## config.mk

```make
export PLATFORM = sky130hd
export DESIGN_NAME = mem_ex_latch
export DESIGN_NICKNAME = d
export VERILOG_FILES = /design/src/common/uop_pkg.sv /design/src/common/queue_pkg.sv /design/src/mem_ex_latch.sv /design/src/ex_issue.sv /design/src/mem_accept.sv /design/src/operand_wakeup.sv /design/src/queue/entry_queue.sv
export SDC_FILE = /design/constraint.sdc
export NUM_CORES = 1
export LEC_CHECK = 0
export ABC_AREA = 1
export BUFFER_PORTS_ARGS = -buffer_cell sky130_fd_sc_hd__buf_2
export CAP_MARGIN = 20
export CORE_MARGIN = 2
export CORE_UTILIZATION = 39
export CTS_BUF_LIST = sky130_fd_sc_hd__clkbuf_4 sky130_fd_sc_hd__clkbuf_8 sky130_fd_sc_hd__clkbuf_16
export CTS_CLUSTER_SIZE = 8
export DETAILED_ROUTE_END_ITERATION = 8
export PLACE_DENSITY = 0.58
export SYNTH_ARGS = -nofsm -noshare
export SYNTH_HDL_FRONTEND = slang
export SYNTH_SLANG_ARGS = --single-unit
export TNS_END_PERCENT = 100
```

## constraint.sdc

```tcl
create_clock -name clk -period 5.4 [get_ports clk]
set_input_delay 1.08 -clock clk [delete_from_list [all_inputs] [get_ports clk]]
set_output_delay 1.08 -clock clk [all_outputs]
set_load 0.01 [all_outputs]
```

## src/common/uop_pkg.sv

```systemverilog
`default_nettype none

package uop_pkg;

    // producer tag and operand value
    localparam int tag_width  = 6;
    localparam int word_width = 32;

    // fixed part fields, msb first: aluk, dest, flag mask, eip
    localparam int aluk_width  = 5;
    localparam int dest_width  = 4;
    localparam int fmask_width = 7;
    localparam int eip_width   = 32;
    localparam int ctrl_width  = aluk_width + dest_width + fmask_width + eip_width;

    // one operand word, seen either as a full value or as a pending tag
    typedef union packed {
        logic [word_width-1:0] value;
        struct packed {
            logic [word_width-tag_width-1:0] pad;
            logic [tag_width-1:0]            tag;
        } pending;
    } operand_word_t;

    // slot layout is {ready, word}
    localparam int slot_width     = word_width + 1;
    localparam int slot_ready_bit = word_width;

    typedef logic [slot_width-1:0] operand_slot_t;

    // modifiable part holds {op1, op2}
    localparam int mpart_width = 2 * slot_width;

endpackage

`default_nettype wire

```

## src/common/queue_pkg.sv

```systemverilog
`default_nettype none

package queue_pkg;

    // default number of queue entries
    // any power of two from 2 up works
    localparam int depth_default = 8;

    // width of the head and tail pointers
    function automatic int idx_width(input int depth);
        if (depth > 1) begin
            return $clog2(depth);
        end
        return 1;
    endfunction

    // occupancy counter runs from 0 to depth inclusive,
    // so it needs one bit more than a pointer
    function automatic int cnt_width(input int depth);
        return idx_width(depth) + 1;
    endfunction

endpackage

`default_nettype wire
```

## src/mem_ex_latch.sv

```systemverilog
`timescale 1ns/1ps
`default_nettype none

module mem_ex_latch import queue_pkg::*, uop_pkg::*; #(
    parameter int DEPTH = depth_default
) (
    input  logic                  clk,
    input  logic                  rst,
    input  logic                  clr,
    // memory stage side
    input  logic                  mem_req,
    input  operand_slot_t         mem_op1,
    input  operand_slot_t         mem_op2,
    input  logic [ctrl_width-1:0] mem_ctrl,
    output logic                  mem_ack,
    // execute stage side
    output logic                  ex_req,
    output logic [word_width-1:0] ex_op1,
    output logic [word_width-1:0] ex_op2,
    output logic [ctrl_width-1:0] ex_ctrl,
    input  logic                  ex_ack,
    // result broadcast
    input  logic                  bc_valid,
    input  logic [tag_width-1:0]  bc_tag,
    input  logic [word_width-1:0] bc_value
);

    logic                         wr;
    logic                         rd;
    logic                         full;
    logic                         empty;
    logic [mpart_width-1:0]       head_mpart;
    logic [ctrl_width-1:0]        head_ctrl;
    logic [mpart_width*DEPTH-1:0] old_m_vector;
    logic [mpart_width*DEPTH-1:0] new_m_vector;
    logic [DEPTH-1:0]             modify_vector;
    operand_slot_t                woken_op1;
    operand_slot_t                woken_op2;

    mem_accept u_accept (
        .clk     (clk),
        .rst     (rst),
        .mem_req (mem_req),
        .full    (full),
        .mem_ack (mem_ack),
        .wr      (wr)
    );

    operand_wakeup #(.DEPTH(DEPTH)) u_wakeup (
        .bc_valid      (bc_valid),
        .bc_tag        (bc_tag),
        .bc_value      (bc_value),
        .old_m_vector  (old_m_vector),
        .in_op1        (mem_op1),
        .in_op2        (mem_op2),
        .new_m_vector  (new_m_vector),
        .modify_vector (modify_vector),
        .out_op1       (woken_op1),
        .out_op2       (woken_op2)
    );

    entry_queue #(.DEPTH(DEPTH)) u_queue (
        .clk           (clk),
        .rst           (rst),
        .clr           (clr),
        .wr            (wr),
        .rd            (rd),
        .din_m         ({woken_op1, woken_op2}),
        .din_n         (mem_ctrl),
        .new_m_vector  (new_m_vector),
        .modify_vector (modify_vector),
        .full          (full),
        .empty         (empty),
        .old_m_vector  (old_m_vector),
        .head_m        (head_mpart),
        .head_n        (head_ctrl)
    );

    ex_issue u_issue (
        .clk     (clk),
        .rst     (rst),
        .head_m  (head_mpart),
        .head_n  (head_ctrl),
        .empty   (empty),
        .ex_ack  (ex_ack),
        .rd      (rd),
        .ex_req  (ex_req),
        .ex_op1  (ex_op1),
        .ex_op2  (ex_op2),
        .ex_ctrl (ex_ctrl)
    );

endmodule

`default_nettype wire

```

## src/ex_issue.sv

```systemverilog
`timescale 1ns/1ps
`default_nettype none

module ex_issue import uop_pkg::*; (
    input  logic                   clk,
    input  logic                   rst,
    input  logic [mpart_width-1:0] head_m,
    input  logic [ctrl_width-1:0]  head_n,
    input  logic                   empty,
    input  logic                   ex_ack,
    output logic                   rd,
    output logic                   ex_req,
    output logic [word_width-1:0]  ex_op1,
    output logic [word_width-1:0]  ex_op2,
    output logic [ctrl_width-1:0]  ex_ctrl
);

    operand_slot_t head_op1;
    operand_slot_t head_op2;
    logic          head_ready;

    assign head_op1 = head_m[slot_width +: slot_width];
    assign head_op2 = head_m[0 +: slot_width];

    assign head_ready = head_op1[slot_ready_bit] && head_op2[slot_ready_bit];

    // start a new handshake only after the previous ack has gone low
    assign rd = !ex_req && !ex_ack && !empty && head_ready;

    always_ff @(posedge clk) begin
        if (rst) begin
            ex_req <= 1'b0;
        end else if (rd) begin
            ex_req <= 1'b1;
        end else if (ex_req && ex_ack) begin
            ex_req <= 1'b0;
        end
    end

    // held copy of the issued uop, frees the queue head right away
    always_ff @(posedge clk) begin
        if (rd) begin
            ex_op1  <= head_op1[word_width-1:0];
            ex_op2  <= head_op2[word_width-1:0];
            ex_ctrl <= head_n;
        end
    end

endmodule

`default_nettype wire

```

## src/mem_accept.sv

```systemverilog
`timescale 1ns/1ps
`default_nettype none

module mem_accept (
    input  logic clk,
    input  logic rst,
    input  logic mem_req,
    input  logic full,
    output logic mem_ack,
    output logic wr
);

    localparam logic s_idle = 1'b0;
    localparam logic s_ack  = 1'b1;

    logic state;

    // take the entry only when there is room, otherwise the request waits
    assign wr = (state == s_idle) && mem_req && !full;

    assign mem_ack = (state == s_ack);

    always_ff @(posedge clk) begin
        if (rst) begin
            state <= s_idle;
        end else begin
            case (state)
                s_idle: begin
                    if (wr) begin
                        state <= s_ack;
                    end
                end
                s_ack: begin
                    // hold ack until the sender drops its request
                    if (!mem_req) begin
                        state <= s_idle;
                    end
                end
                default: state <= s_idle;
            endcase
        end
    end

endmodule

`default_nettype wire

```

## src/operand_wakeup.sv

```systemverilog
`timescale 1ns/1ps
`default_nettype none

module operand_wakeup import queue_pkg::*, uop_pkg::*; #(
    parameter int DEPTH = depth_default
) (
    input  logic                         bc_valid,
    input  logic [tag_width-1:0]         bc_tag,
    input  logic [word_width-1:0]        bc_value,
    input  logic [mpart_width*DEPTH-1:0] old_m_vector,
    input  operand_slot_t                in_op1,
    input  operand_slot_t                in_op2,
    output logic [mpart_width*DEPTH-1:0] new_m_vector,
    output logic [DEPTH-1:0]             modify_vector,
    output operand_slot_t                out_op1,
    output operand_slot_t                out_op2
);

    // a pending slot whose tag matches the broadcast
    function automatic logic slot_hit(input operand_slot_t slot, input logic v,
                                      input logic [tag_width-1:0] t);
        operand_word_t word;
        word = slot[word_width-1:0];
        return v && !slot[slot_ready_bit] && (word.pending.tag == t);
    endfunction

    operand_slot_t woken;

    assign woken = {1'b1, bc_value};

    for (genvar i = 0; i < DEPTH; i++) begin : g_entry
        operand_slot_t op1;
        operand_slot_t op2;
        logic          hit1;
        logic          hit2;

        assign op1  = old_m_vector[i*mpart_width + slot_width +: slot_width];
        assign op2  = old_m_vector[i*mpart_width +: slot_width];
        assign hit1 = slot_hit(op1, bc_valid, bc_tag);
        assign hit2 = slot_hit(op2, bc_valid, bc_tag);

        assign new_m_vector[i*mpart_width +: mpart_width] = {hit1 ? woken : op1,
                                                              hit2 ? woken : op2};
        // only entries that actually changed get rewritten
        assign modify_vector[i] = hit1 || hit2;
    end

    // same rule for the uop being written this cycle
    assign out_op1 = slot_hit(in_op1, bc_valid, bc_tag) ? woken : in_op1;
    assign out_op2 = slot_hit(in_op2, bc_valid, bc_tag) ? woken : in_op2;

endmodule

`default_nettype wire

```

## src/queue/entry_queue.sv

```systemverilog
`timescale 1ns/1ps
`default_nettype none

module entry_queue import queue_pkg::*, uop_pkg::*; #(
    parameter int DEPTH = depth_default
) (
    input  logic                         clk,
    input  logic                         rst,
    input  logic                         clr,
    input  logic                         wr,
    input  logic                         rd,
    input  logic [mpart_width-1:0]       din_m,
    input  logic [ctrl_width-1:0]        din_n,
    input  logic [mpart_width*DEPTH-1:0] new_m_vector,
    input  logic [DEPTH-1:0]             modify_vector,
    output logic                         full,
    output logic                         empty,
    output logic [mpart_width*DEPTH-1:0] old_m_vector,
    output logic [mpart_width-1:0]       head_m,
    output logic [ctrl_width-1:0]        head_n
);

    localparam int iw = idx_width(DEPTH);
    localparam int cw = cnt_width(DEPTH);

    // modifiable and fixed parts live in separate arrays
    logic [mpart_width-1:0] m_mem [DEPTH];
    logic [ctrl_width-1:0]  n_mem [DEPTH];

    logic [iw-1:0] head;
    logic [iw-1:0] tail;
    logic [cw-1:0] count;

    logic do_wr;
    logic do_rd;

    assign full  = (count == cw'(DEPTH));
    assign empty = (count == '0);

    // ignore a write into a full queue or a read from an empty one
    assign do_wr = wr && !full;
    assign do_rd = rd && !empty;

    // pointers and occupancy
    always_ff @(posedge clk) begin
        if (rst) begin
            head  <= '0;
            tail  <= '0;
            count <= '0;
        end else if (clr) begin
            // redirect drops everything queued, including a write at this edge
            head  <= '0;
            tail  <= '0;
            count <= '0;
        end else begin
            if (do_wr) begin
                tail <= tail + 1'b1;
            end
            if (do_rd) begin
                head <= head + 1'b1;
            end
            case ({do_wr, do_rd})
                2'b10:   count <= count + 1'b1;
                2'b01:   count <= count - 1'b1;
                default: count <= count;
            endcase
        end
    end

    // modifiable part, new entry at tail or in-place wakeup elsewhere
    always_ff @(posedge clk) begin
        for (int i = 0; i < DEPTH; i++) begin
            if (do_wr && tail == iw'(i)) begin
                // incoming operands already carry this cycle's wakeup
                m_mem[i] <= din_m;
            end else if (modify_vector[i]) begin
                m_mem[i] <= new_m_vector[i*mpart_width +: mpart_width];
            end
        end
    end

    // fixed part is written once and never touched again
    always_ff @(posedge clk) begin
        if (do_wr) begin
            n_mem[tail] <= din_n;
        end
    end

    // every stored modifiable part, slot 0 in the low bits
    for (genvar i = 0; i < DEPTH; i++) begin : g_old
        assign old_m_vector[i*mpart_width +: mpart_width] = m_mem[i];
    end

    assign head_m = m_mem[head];
    assign head_n = n_mem[head];

endmodule

`default_nettype wire

```

==> results.md, run 1 <==
- The startpoint of the most critical hold path is u_issue.ex_req.
- The clock latency at the later pin of the worst-skew pair is 0.80 ns.
- The tool flagged a number of max-cap violations equal to 0.
- Summed over all nets, wire length on met2 after detailed routing comes to 77900 um.
- The most instantiated flip-flop cell in the synthesis netlist is sky130_fd_sc_hd__edfxtp_1.
- Of the cells placed in the final design, the portion with a size suffix greater than 1 is 15.2%.
- For this block, wires on met1 add up to 65200 um.
- The power per cell area is 337 nW/um^2.
- Global routing used 26.2% of the available tracks.
- The pin count of the biggest net entering global routing is 195.
- The starting density of the core is 39.3%.
- The distinct cell type count of the synthesized netlist is 38.
- After layout, the minimum clock period comes to 3.50 ns.
- The cell sitting at the root of the clock tree is a sky130_fd_sc_hd__clkbuf_16.
- The number of nets produced by synthesis is 4975.
- In this run, post-CTS repair resized a total of 0 instances.
- The initial antenna violation count is 31.
- The detailed-routing iteration count for the pre-antenna-repair pass is 6.
- The detailed-routed wire length on met3 is 18700 um.
- The layout overhead on the synthesized area is 14.3%.
- CTS saw 1039 sinks.
- The highest metal layer used by the detailed router is met5.
- Adding up every negative setup slack in the final design gives 0 ns.
- The count of filler cells inserted in the layout is 11642.
- Summed over its instances, the top area cell type makes up 63.1% of the synthesized netlist area.
- The number of global-route vias before repair was 36350.
- The total count of max-transition violations in the final report was 0.
- The ratio of routed vias to standard cells is 5.68.
- The endpoint identified for the worst register-to-register timing path is u_issue.ex_op1[1].
- Counting every instance in the synthesized netlist gives 4807.
- Synthesis inferred 1039 register bits.
- The boundary pin count is 272.
- The maximum clock insertion buffer count is 3.
- The category of the most critical setup path is reg -> reg.
- Of the synthesized area, sequential elements account for 63.7%.
- TritonCTS built the clock tree.
- The routability congestion estimate from global placement is 0.959.
- After layout, the worst path uses 64.8% of the clock period.
- The worst-case IR drop observed on VDD is 332 uV.
- Data on the critical path arrives at its endpoint at 4.05 ns.
- The die height is 358 um.
- Among all stages on the critical path, the largest delay is contributed by sky130_fd_sc_hd__buf_4.
- The flow ran to the end, and the final reports show no timing, DRC or antenna violations.
- The global-route wire length before repair is 245000 um.
- The die covers 128000 um^2.
- Post-CTS timing repair inserted 0 buffers for setup.
- Setup violations remaining at the end of the flow were counted as 0.
- Summing every instance area after synthesis gives 48800 um^2.
- Leaving out fill and tap cells, the most frequent cells in the layout are 1501 x sky130_fd_sc_hd__nand2_1, 1024 x sky130_fd_sc_hd__edfxtp_1, 480 x sky130_fd_sc_hd__nor2_1.
- The number of warnings reported in the yosys synthesis log is 0.
- The total area of multi-input combinational cells is 15900 um^2.
- Setup repair after global routing left no endpoint under its margin.
- Leaving out fill and tap cells, the most frequent cell in the layout is sky130_fd_sc_hd__nand2_1.
- Row generation in the floorplan step produced 129 rows.
- The critical path goes through inv_6 > buf_4 > buf_4 > o21ai_0 > o21ai_0 > nor2_1 > a31oi_1.
- STA classifies the critical path startpoint as a flip-flop.
- Measured against its own limit, the worst slew margin works out to 27.7%.
- The post-route cell area is 55700 um^2.
- The post-synthesis async set-or-reset flop share is 0%.
- The remaining routing DRC violations is 0.
- The slack of the worst reg-to-reg path is 1.90 ns.
- The final count of hold timing violations is 0.
- The remaining number of nets flagged by the antenna check after routing is 0.
- The synthesized design spends more area on one cell type than any other, namely sky130_fd_sc_hd__edfxtp_1.
- The worst hold path terminates at u_issue.ex_req.
- The number of enable-type register cells in the synthesized netlist is 1024.
- The flip-flop and latch area is 31100 um^2.
- The worst hold path passes through 2 cells.
- The half-perimeter wire length after detailed placement is 100000 um.
- The clock-pin slew on the worst setup and hold paths is 0.05 ns.
- For the final database, setup skew stands at 0.0541 ns.
- The achievable clock frequency is 0.286 GHz.
- The CTS buffer count is 149.
- Summing all placed instances gives a cell area of 51500 um^2.
- The data required time of the critical path is 5.95 ns.
- The worst min-delay path category is reg -> reg.
- After synthesis, the cell types taking the most area are sky130_fd_sc_hd__edfxtp_1 63%, sky130_fd_sc_hd__nand2_1 12%, sky130_fd_sc_hd__o21ai_0 4.8%.
- The horizontal die dimension is 358 um.
- The largest single stage delay on the critical path is 0.80 ns.
- The leakage power is 22.3 nW.
- The total wire length is 170000 um.
- Dividing the detail-routed wire length by the instance count gives 25.6 um.
- The H-tree depth reported by CTS is 4.
- The number of hold buffers added after CTS was 0.
- The routed layout has 37718 vias.
- The maximum fanout count along the critical path is 75.
- After global routing the overflow that remains totals 0.
- The number of nets in the final layout is 5137.
- The transition at the pin with the smallest max-transition slack is 1.09 ns.
- The iteration-0 DRC count of the detailed router is 4542.
- Buffers placed on the I/O ports in this run total 271.
- STA classifies the critical path endpoint as a flip-flop.
- The number of cell instances on the worst register-to-register path is 7.
- The area of the placeable core is 124000 um^2.
- The synthesized area divided by synthesized cell count is 10.1 um^2.
[through the flow]
step,hold slack (ns),std cells,setup slack [ns],total power [W],util [%]
2_1_floorplan,0.471,4807,0.986,0.00990,-
3_3_place_gp,0.463,6452,1.41,0.0103,41.5
3_5_place_dp,0.464,6454,1.40,0.0104,41.5
4_1_cts,0.450,6631,1.89,0.0189,44.9
5_1_grt,0.481,6634,1.74,0.0193,44.9
6_report,0.469,6640,1.90,0.0188,44.9
[report_power, final]
group	internal [W]	switching [W]
sequential	0.00904	0.0000443
clock	0.00501	0.00356
combinational	0.000298	0.000833
[cell usage after synthesis, types with 11 or more instances]
library cell / instances
sky130_fd_sc_hd__nand4_1: 16
sky130_fd_sc_hd__a31oi_1: 14
sky130_fd_sc_hd__nand3_1: 320
sky130_fd_sc_hd__xor2_1: 34
sky130_fd_sc_hd__inv_1: 75
sky130_fd_sc_hd__a21oi_1: 48
sky130_fd_sc_hd__nor3_1: 11
sky130_fd_sc_hd__nand2_4: 80
sky130_fd_sc_hd__buf_4: 16
sky130_fd_sc_hd__clkbuf_1: 219
sky130_fd_sc_hd__nand2_2: 46
sky130_fd_sc_hd__nor2_1: 488
sky130_fd_sc_hd__buf_1: 21
sky130_fd_sc_hd__o21ai_0: 469
sky130_fd_sc_hd__dfxtp_1: 15
sky130_fd_sc_hd__nand4_4: 20
sky130_fd_sc_hd__buf_2: 69
sky130_fd_sc_hd__nand2_1: 1529
sky130_fd_sc_hd__buf_6: 19
sky130_fd_sc_hd__o22ai_1: 208
sky130_fd_sc_hd__edfxtp_1: 1024
[worst max path at each step]
stage | to | slack, ns | depth (start not counted)
2_1_floorplan | u_issue.ex_ctrl[0] | 0.99 | 4
3_3_place_gp | u_queue.m_mem[3][65] | 1.41 | 8
3_5_place_dp | u_queue.m_mem[7][65] | 1.40 | 8
4_1_cts | u_issue.ex_op2[8] | 1.89 | 7
5_1_grt | u_queue.count[2] | 1.74 | 13
6_report | u_issue.ex_op1[1] | 1.90 | 7
[state kept, by name, summed over array words and instances (netlist names), named ones only]
name	count
u_queue.count	4
u_issue.ex_req	1
u_issue.ex_ctrl	48
u_queue.n_mem	384
u_queue.head	3
u_accept.mem_ack	1
u_queue.m_mem	528
u_issue.ex_op1	32
u_issue.ex_op2	32
u_queue.tail	3
[final cells by class]
class | instances | share of cell area [%]
well taps | 1637 | 3.68
inverters | 83 | 0.595
clock buffers | 158 | 6.82
multi-input cells | 3337 | 28.5
clock inverters | 19 | 0.714
flip-flops and latches | 1039 | 55.8
repair buffers | 359 | 3.86
diodes | 8 | 0.0359
[worst max-delay path, delay by kind of cell (launching register included)]
family	cells	cell delay, ns
AND/OR/NAND/NOR	1	0.07
AO/OA/AOI/OAI	3	0.76
flip-flops	1	0.50
buffers and inverters	3	1.86
[metal layers]
layer	GRT usage [%]	vias to the layer above
met4	12.0	44
met1	33.7	18152
li1	-	16905
met5	0	-
met3	7.04	470
met2	41.5	2147
[cell families after synthesis]
group	share of synthesized area, %
buffers and inverters	3.99
XOR/XNOR	0.754
adder cells (fa/ha/maj)	0.257
AO/OA/AOI/OAI	8.28
AND/OR/NAND/NOR	23.0
flip-flops	63.7
Power figures use the tool's default switching activity.
==> run 2, diff against run 1 <==
- clock period: 5.4 -> 3.6 ns (I/O delays scaled with it)
==> results.md, run 2 (same netlist as run 1, synthesis figures left out) <==
- The run finished with clean final reports.
- The data required time of the critical path is 4.22 ns (-1.73 ns).
- The H-tree depth reported by CTS is 4 (unchanged).
- The total wire length is 168000 um (-0.87%).
- The worst setup path is launched from a flip-flop.
- The smallest setup slack after layout was 0.766 ns (-1.13 ns).
- The net switching power figure is 0.00671 W (+51%).
- The total count of max-transition violations in the final report is 0 (unchanged).
- The final critical path time including I/O delays and setup is 2.83 ns (-0.666 ns).
- The CTS buffer count is 149 (unchanged).
- The half-perimeter wire length after detailed placement came to 101000 um (+0.38%).
- The part of the power in registers is 48.0% (-0.4 points).
- The remaining number of nets flagged by the antenna check after routing was 0 (unchanged).
- The remaining routing DRC violations was 0 (unchanged).
- Setup repair after global routing left no endpoint under its margin.
- The logic gate share of total power came to 6.1% (about the same).
- The number of nets in the final layout is 5182 (+0.88%).
- The total grt overflow was 0 (unchanged).
- The achievable clock frequency is 0.353 GHz (+23%).
- The relative slew slack is 28.5% (+0.86 points).
- The number of global-route vias before repair came to 36083 (-0.73%).
- The clock-pin slew on the worst setup and hold paths is 0.05 ns (about the same).
- The number of buffers inserted by hold repair at cts came to 0 (unchanged).
- The detailed-routing iteration count for the pre-antenna-repair pass is 6 (unchanged).
- The ratio of routed vias to standard cells is 5.66 (-0.28%).
- Counting flops per register, the top entry is u_queue.m_mem.
- The area of the placeable core is 124000 um^2 (unchanged).
- The starting density of the core is 39.3% (unchanged).
- The post-route clock skew was 0.0680 ns (+0.0139 ns).
- The switching share of power is 23.6% (about the same).
- The total setup violations reported at the end of the flow came to 0 (unchanged).
- The maximum fanout count along the critical path is 46 (-39%).
- TritonCTS built the clock tree.
- The horizontal die dimension was 358 um (unchanged).
- The count of maximum capacitance violations is 0 (unchanged).
- The global-route total usage across every layer was 25.9% (-0.31 points).
- The number of flip-flops under the largest register name was 528 (unchanged).
- The clock power share is 45.9% (+0.3 points).
- The total of buffers placed on input and output ports is 271 (unchanged).
- The final count of hold timing violations is 0 (unchanged).
- The number of clock sinks is 1039 (unchanged).
- The leakage power came to 22.6 nW (+1.6%).
- The most frequent standard cell in the layout excluding fill and tap cells is sky130_fd_sc_hd__nand2_1.
- The number of instances resized during post-cts repair is 0 (unchanged).
- The worst min-delay path category is in -> reg.
- The transition at the pin with the smallest max-transition slack is 1.07 ns (-0.0129 ns).
- In the final layout, the registers with the most flip-flops are u_queue.m_mem (528), u_queue.n_mem (384), u_issue.ex_ctrl (48).
- The post-CTS setup-driven buffer insertion count was 0 (unchanged).
- The portion of the clock cycle consumed by the worst path in the final layout came to 78.7% (+14 points).
- The maximum clock insertion buffer count is 3 (unchanged).
- The global-route wire length before repair is 242000 um (-1.3%).
- The power per cell area was 503 nW/um^2 (+49%).
- The cell-internal power is 0.0217 W (+51%).
- The category of the most critical setup path is reg -> reg.
- The iteration-0 DRC count of the detailed router came to 4859 (+7.0%).
- The arrival time at the worst endpoint is 3.45 ns (-0.60 ns).
- The detail-routed net length per standard cell is 25.2 um (-1.6%).
- The fraction of the core area covered by cells at the end of the flow came to 45.5% (+0.60 points).
- The floorplan die area was 128000 um^2 (unchanged).
- The row count is 129 (unchanged).
- In this run the clock root is driven by a sky130_fd_sc_hd__clkbuf_16.
- The slack of the worst reg-to-reg path is 0.77 ns (-1.13 ns).
- The pin count of the biggest net entering global routing came to 194 (-0.51%).
- The die height is 358 um (unchanged).
- The clock latency at the later pin of the worst-skew pair is 0.79 ns (about the same).
- The initial antenna violation count came to 27 (-13%).
- The type of element capturing the critical path is a flip-flop.
- The layout cell share with drive strength beyond 1 came to 16.1% (+0.89 points).
- The routability congestion estimate from global placement was 0.977 (+1.8%).
- The largest vdd supply drop is 522 uV (+57%).
- The pre-CTS setup slack is 0.626 ns (-0.774 ns).
- The number of cell instances on the worst register-to-register path is 9 (+2).
- The boundary pin count came to 272 (unchanged).
- The number of stages on the worst hold path is 2 (unchanged).
- The top cell types in the final layout, fill and taps aside, are 1501 x sky130_fd_sc_hd__nand2_1, 1024 x sky130_fd_sc_hd__edfxtp_1, 480 x sky130_fd_sc_hd__nor2_1.
- Relative to the synthesized area, the layout overhead comes to 15.8%.
- The total vias in the final route came to 37890 (+0.46%).
==> run 2: changes by cell type in the layout (fill, tap and decap cells not counted), moves of 2 or more <==
| cell | change |
|---|---|
| sky130_fd_sc_hd__inv_16 | -2 |
| sky130_fd_sc_hd__clkbuf_4 | +8 |
| sky130_fd_sc_hd__buf_4 | +17 |
| sky130_fd_sc_hd__diode_2 | -4 |
| sky130_fd_sc_hd__buf_12 | +29 |
==> run 2: final timing paths <==
| kind | startpoint | endpoint |
|---|---|---|
| worst max-delay path | u_queue.count[1] | u_queue.m_mem[5][36] |
| worst min-delay path | rst | u_issue.ex_req |
| worst max register to register | u_queue.count[1] | u_queue.m_mem[5][36] |
| worst min register to register | u_issue.ex_req | u_issue.ex_req |
==> run 2: worst max-delay path: stages, from the launching register on <==
cell and delay, ns:
sky130_fd_sc_hd__dfxtp_1 0.41, sky130_fd_sc_hd__nor2_1 0.09, sky130_fd_sc_hd__nand3_1 0.19, sky130_fd_sc_hd__nand3_2 0.25
sky130_fd_sc_hd__inv_2 0.27, sky130_fd_sc_hd__nand3_2 0.41, sky130_fd_sc_hd__nand2_2 0.21, sky130_fd_sc_hd__buf_4 0.58
sky130_fd_sc_hd__nand2_1 0.10, sky130_fd_sc_hd__nand2_1 0.10
==> run 2: per-layer routing <==
| layer | GRT usage (%) | share of wire (%) | vias up |
|---|---|---|---|
| li1 | - | - | 17008 |
| met1 | 33.2 | 39 | 18243 |
| met2 | 41.4 | 46 | 2133 |
| met3 | 6.50 | 11 | 472 |
| met4 | 12.1 | 4.7 | 34 |
| met5 | 0 | 0.12 | - |
==> run 2: layout make-up <==
type                       count  area [um^2]
antenna                        4         10.0
clock buffer                 166         3870
clock inverter                19          400
fill                       11505        67500
inverter                      83          330
multi-input combinational   3337        15900
sequential                  1039        31100
tap                         1637         2050
timing repair buffer         404         2830
==> run 2: power by group through the flow <==
stage / sequential (W) / clock, W / combinational [W]
after floorplan: 0.0139 / 0 / 0.000997
after global placement: 0.0139 / 0 / 0.00169
after detailed placement: 0.0139 / 0 / 0.00171
after CTS: 0.0136 / 0.0132 / 0.00172
after global routing: 0.0136 / 0.0137 / 0.00189
final: 0.0136 / 0.0130 / 0.00173
==> run 2: stage by stage <==
step           setup TNS (ns)  power [W]  cell area [um^2]  cells  hold WS (ns)
4_1_cts                     0     0.0286             56500   6685        0.0804
2_1_floorplan          -11.36     0.0149             48800   4807         0.471
3_3_place_gp                0     0.0155             52200   6500         0.457
6_report                    0     0.0284             56500   6689         0.143
3_5_place_dp                0     0.0156             52200   6500         0.466
5_1_grt                     0     0.0292             56500   6686         0.125
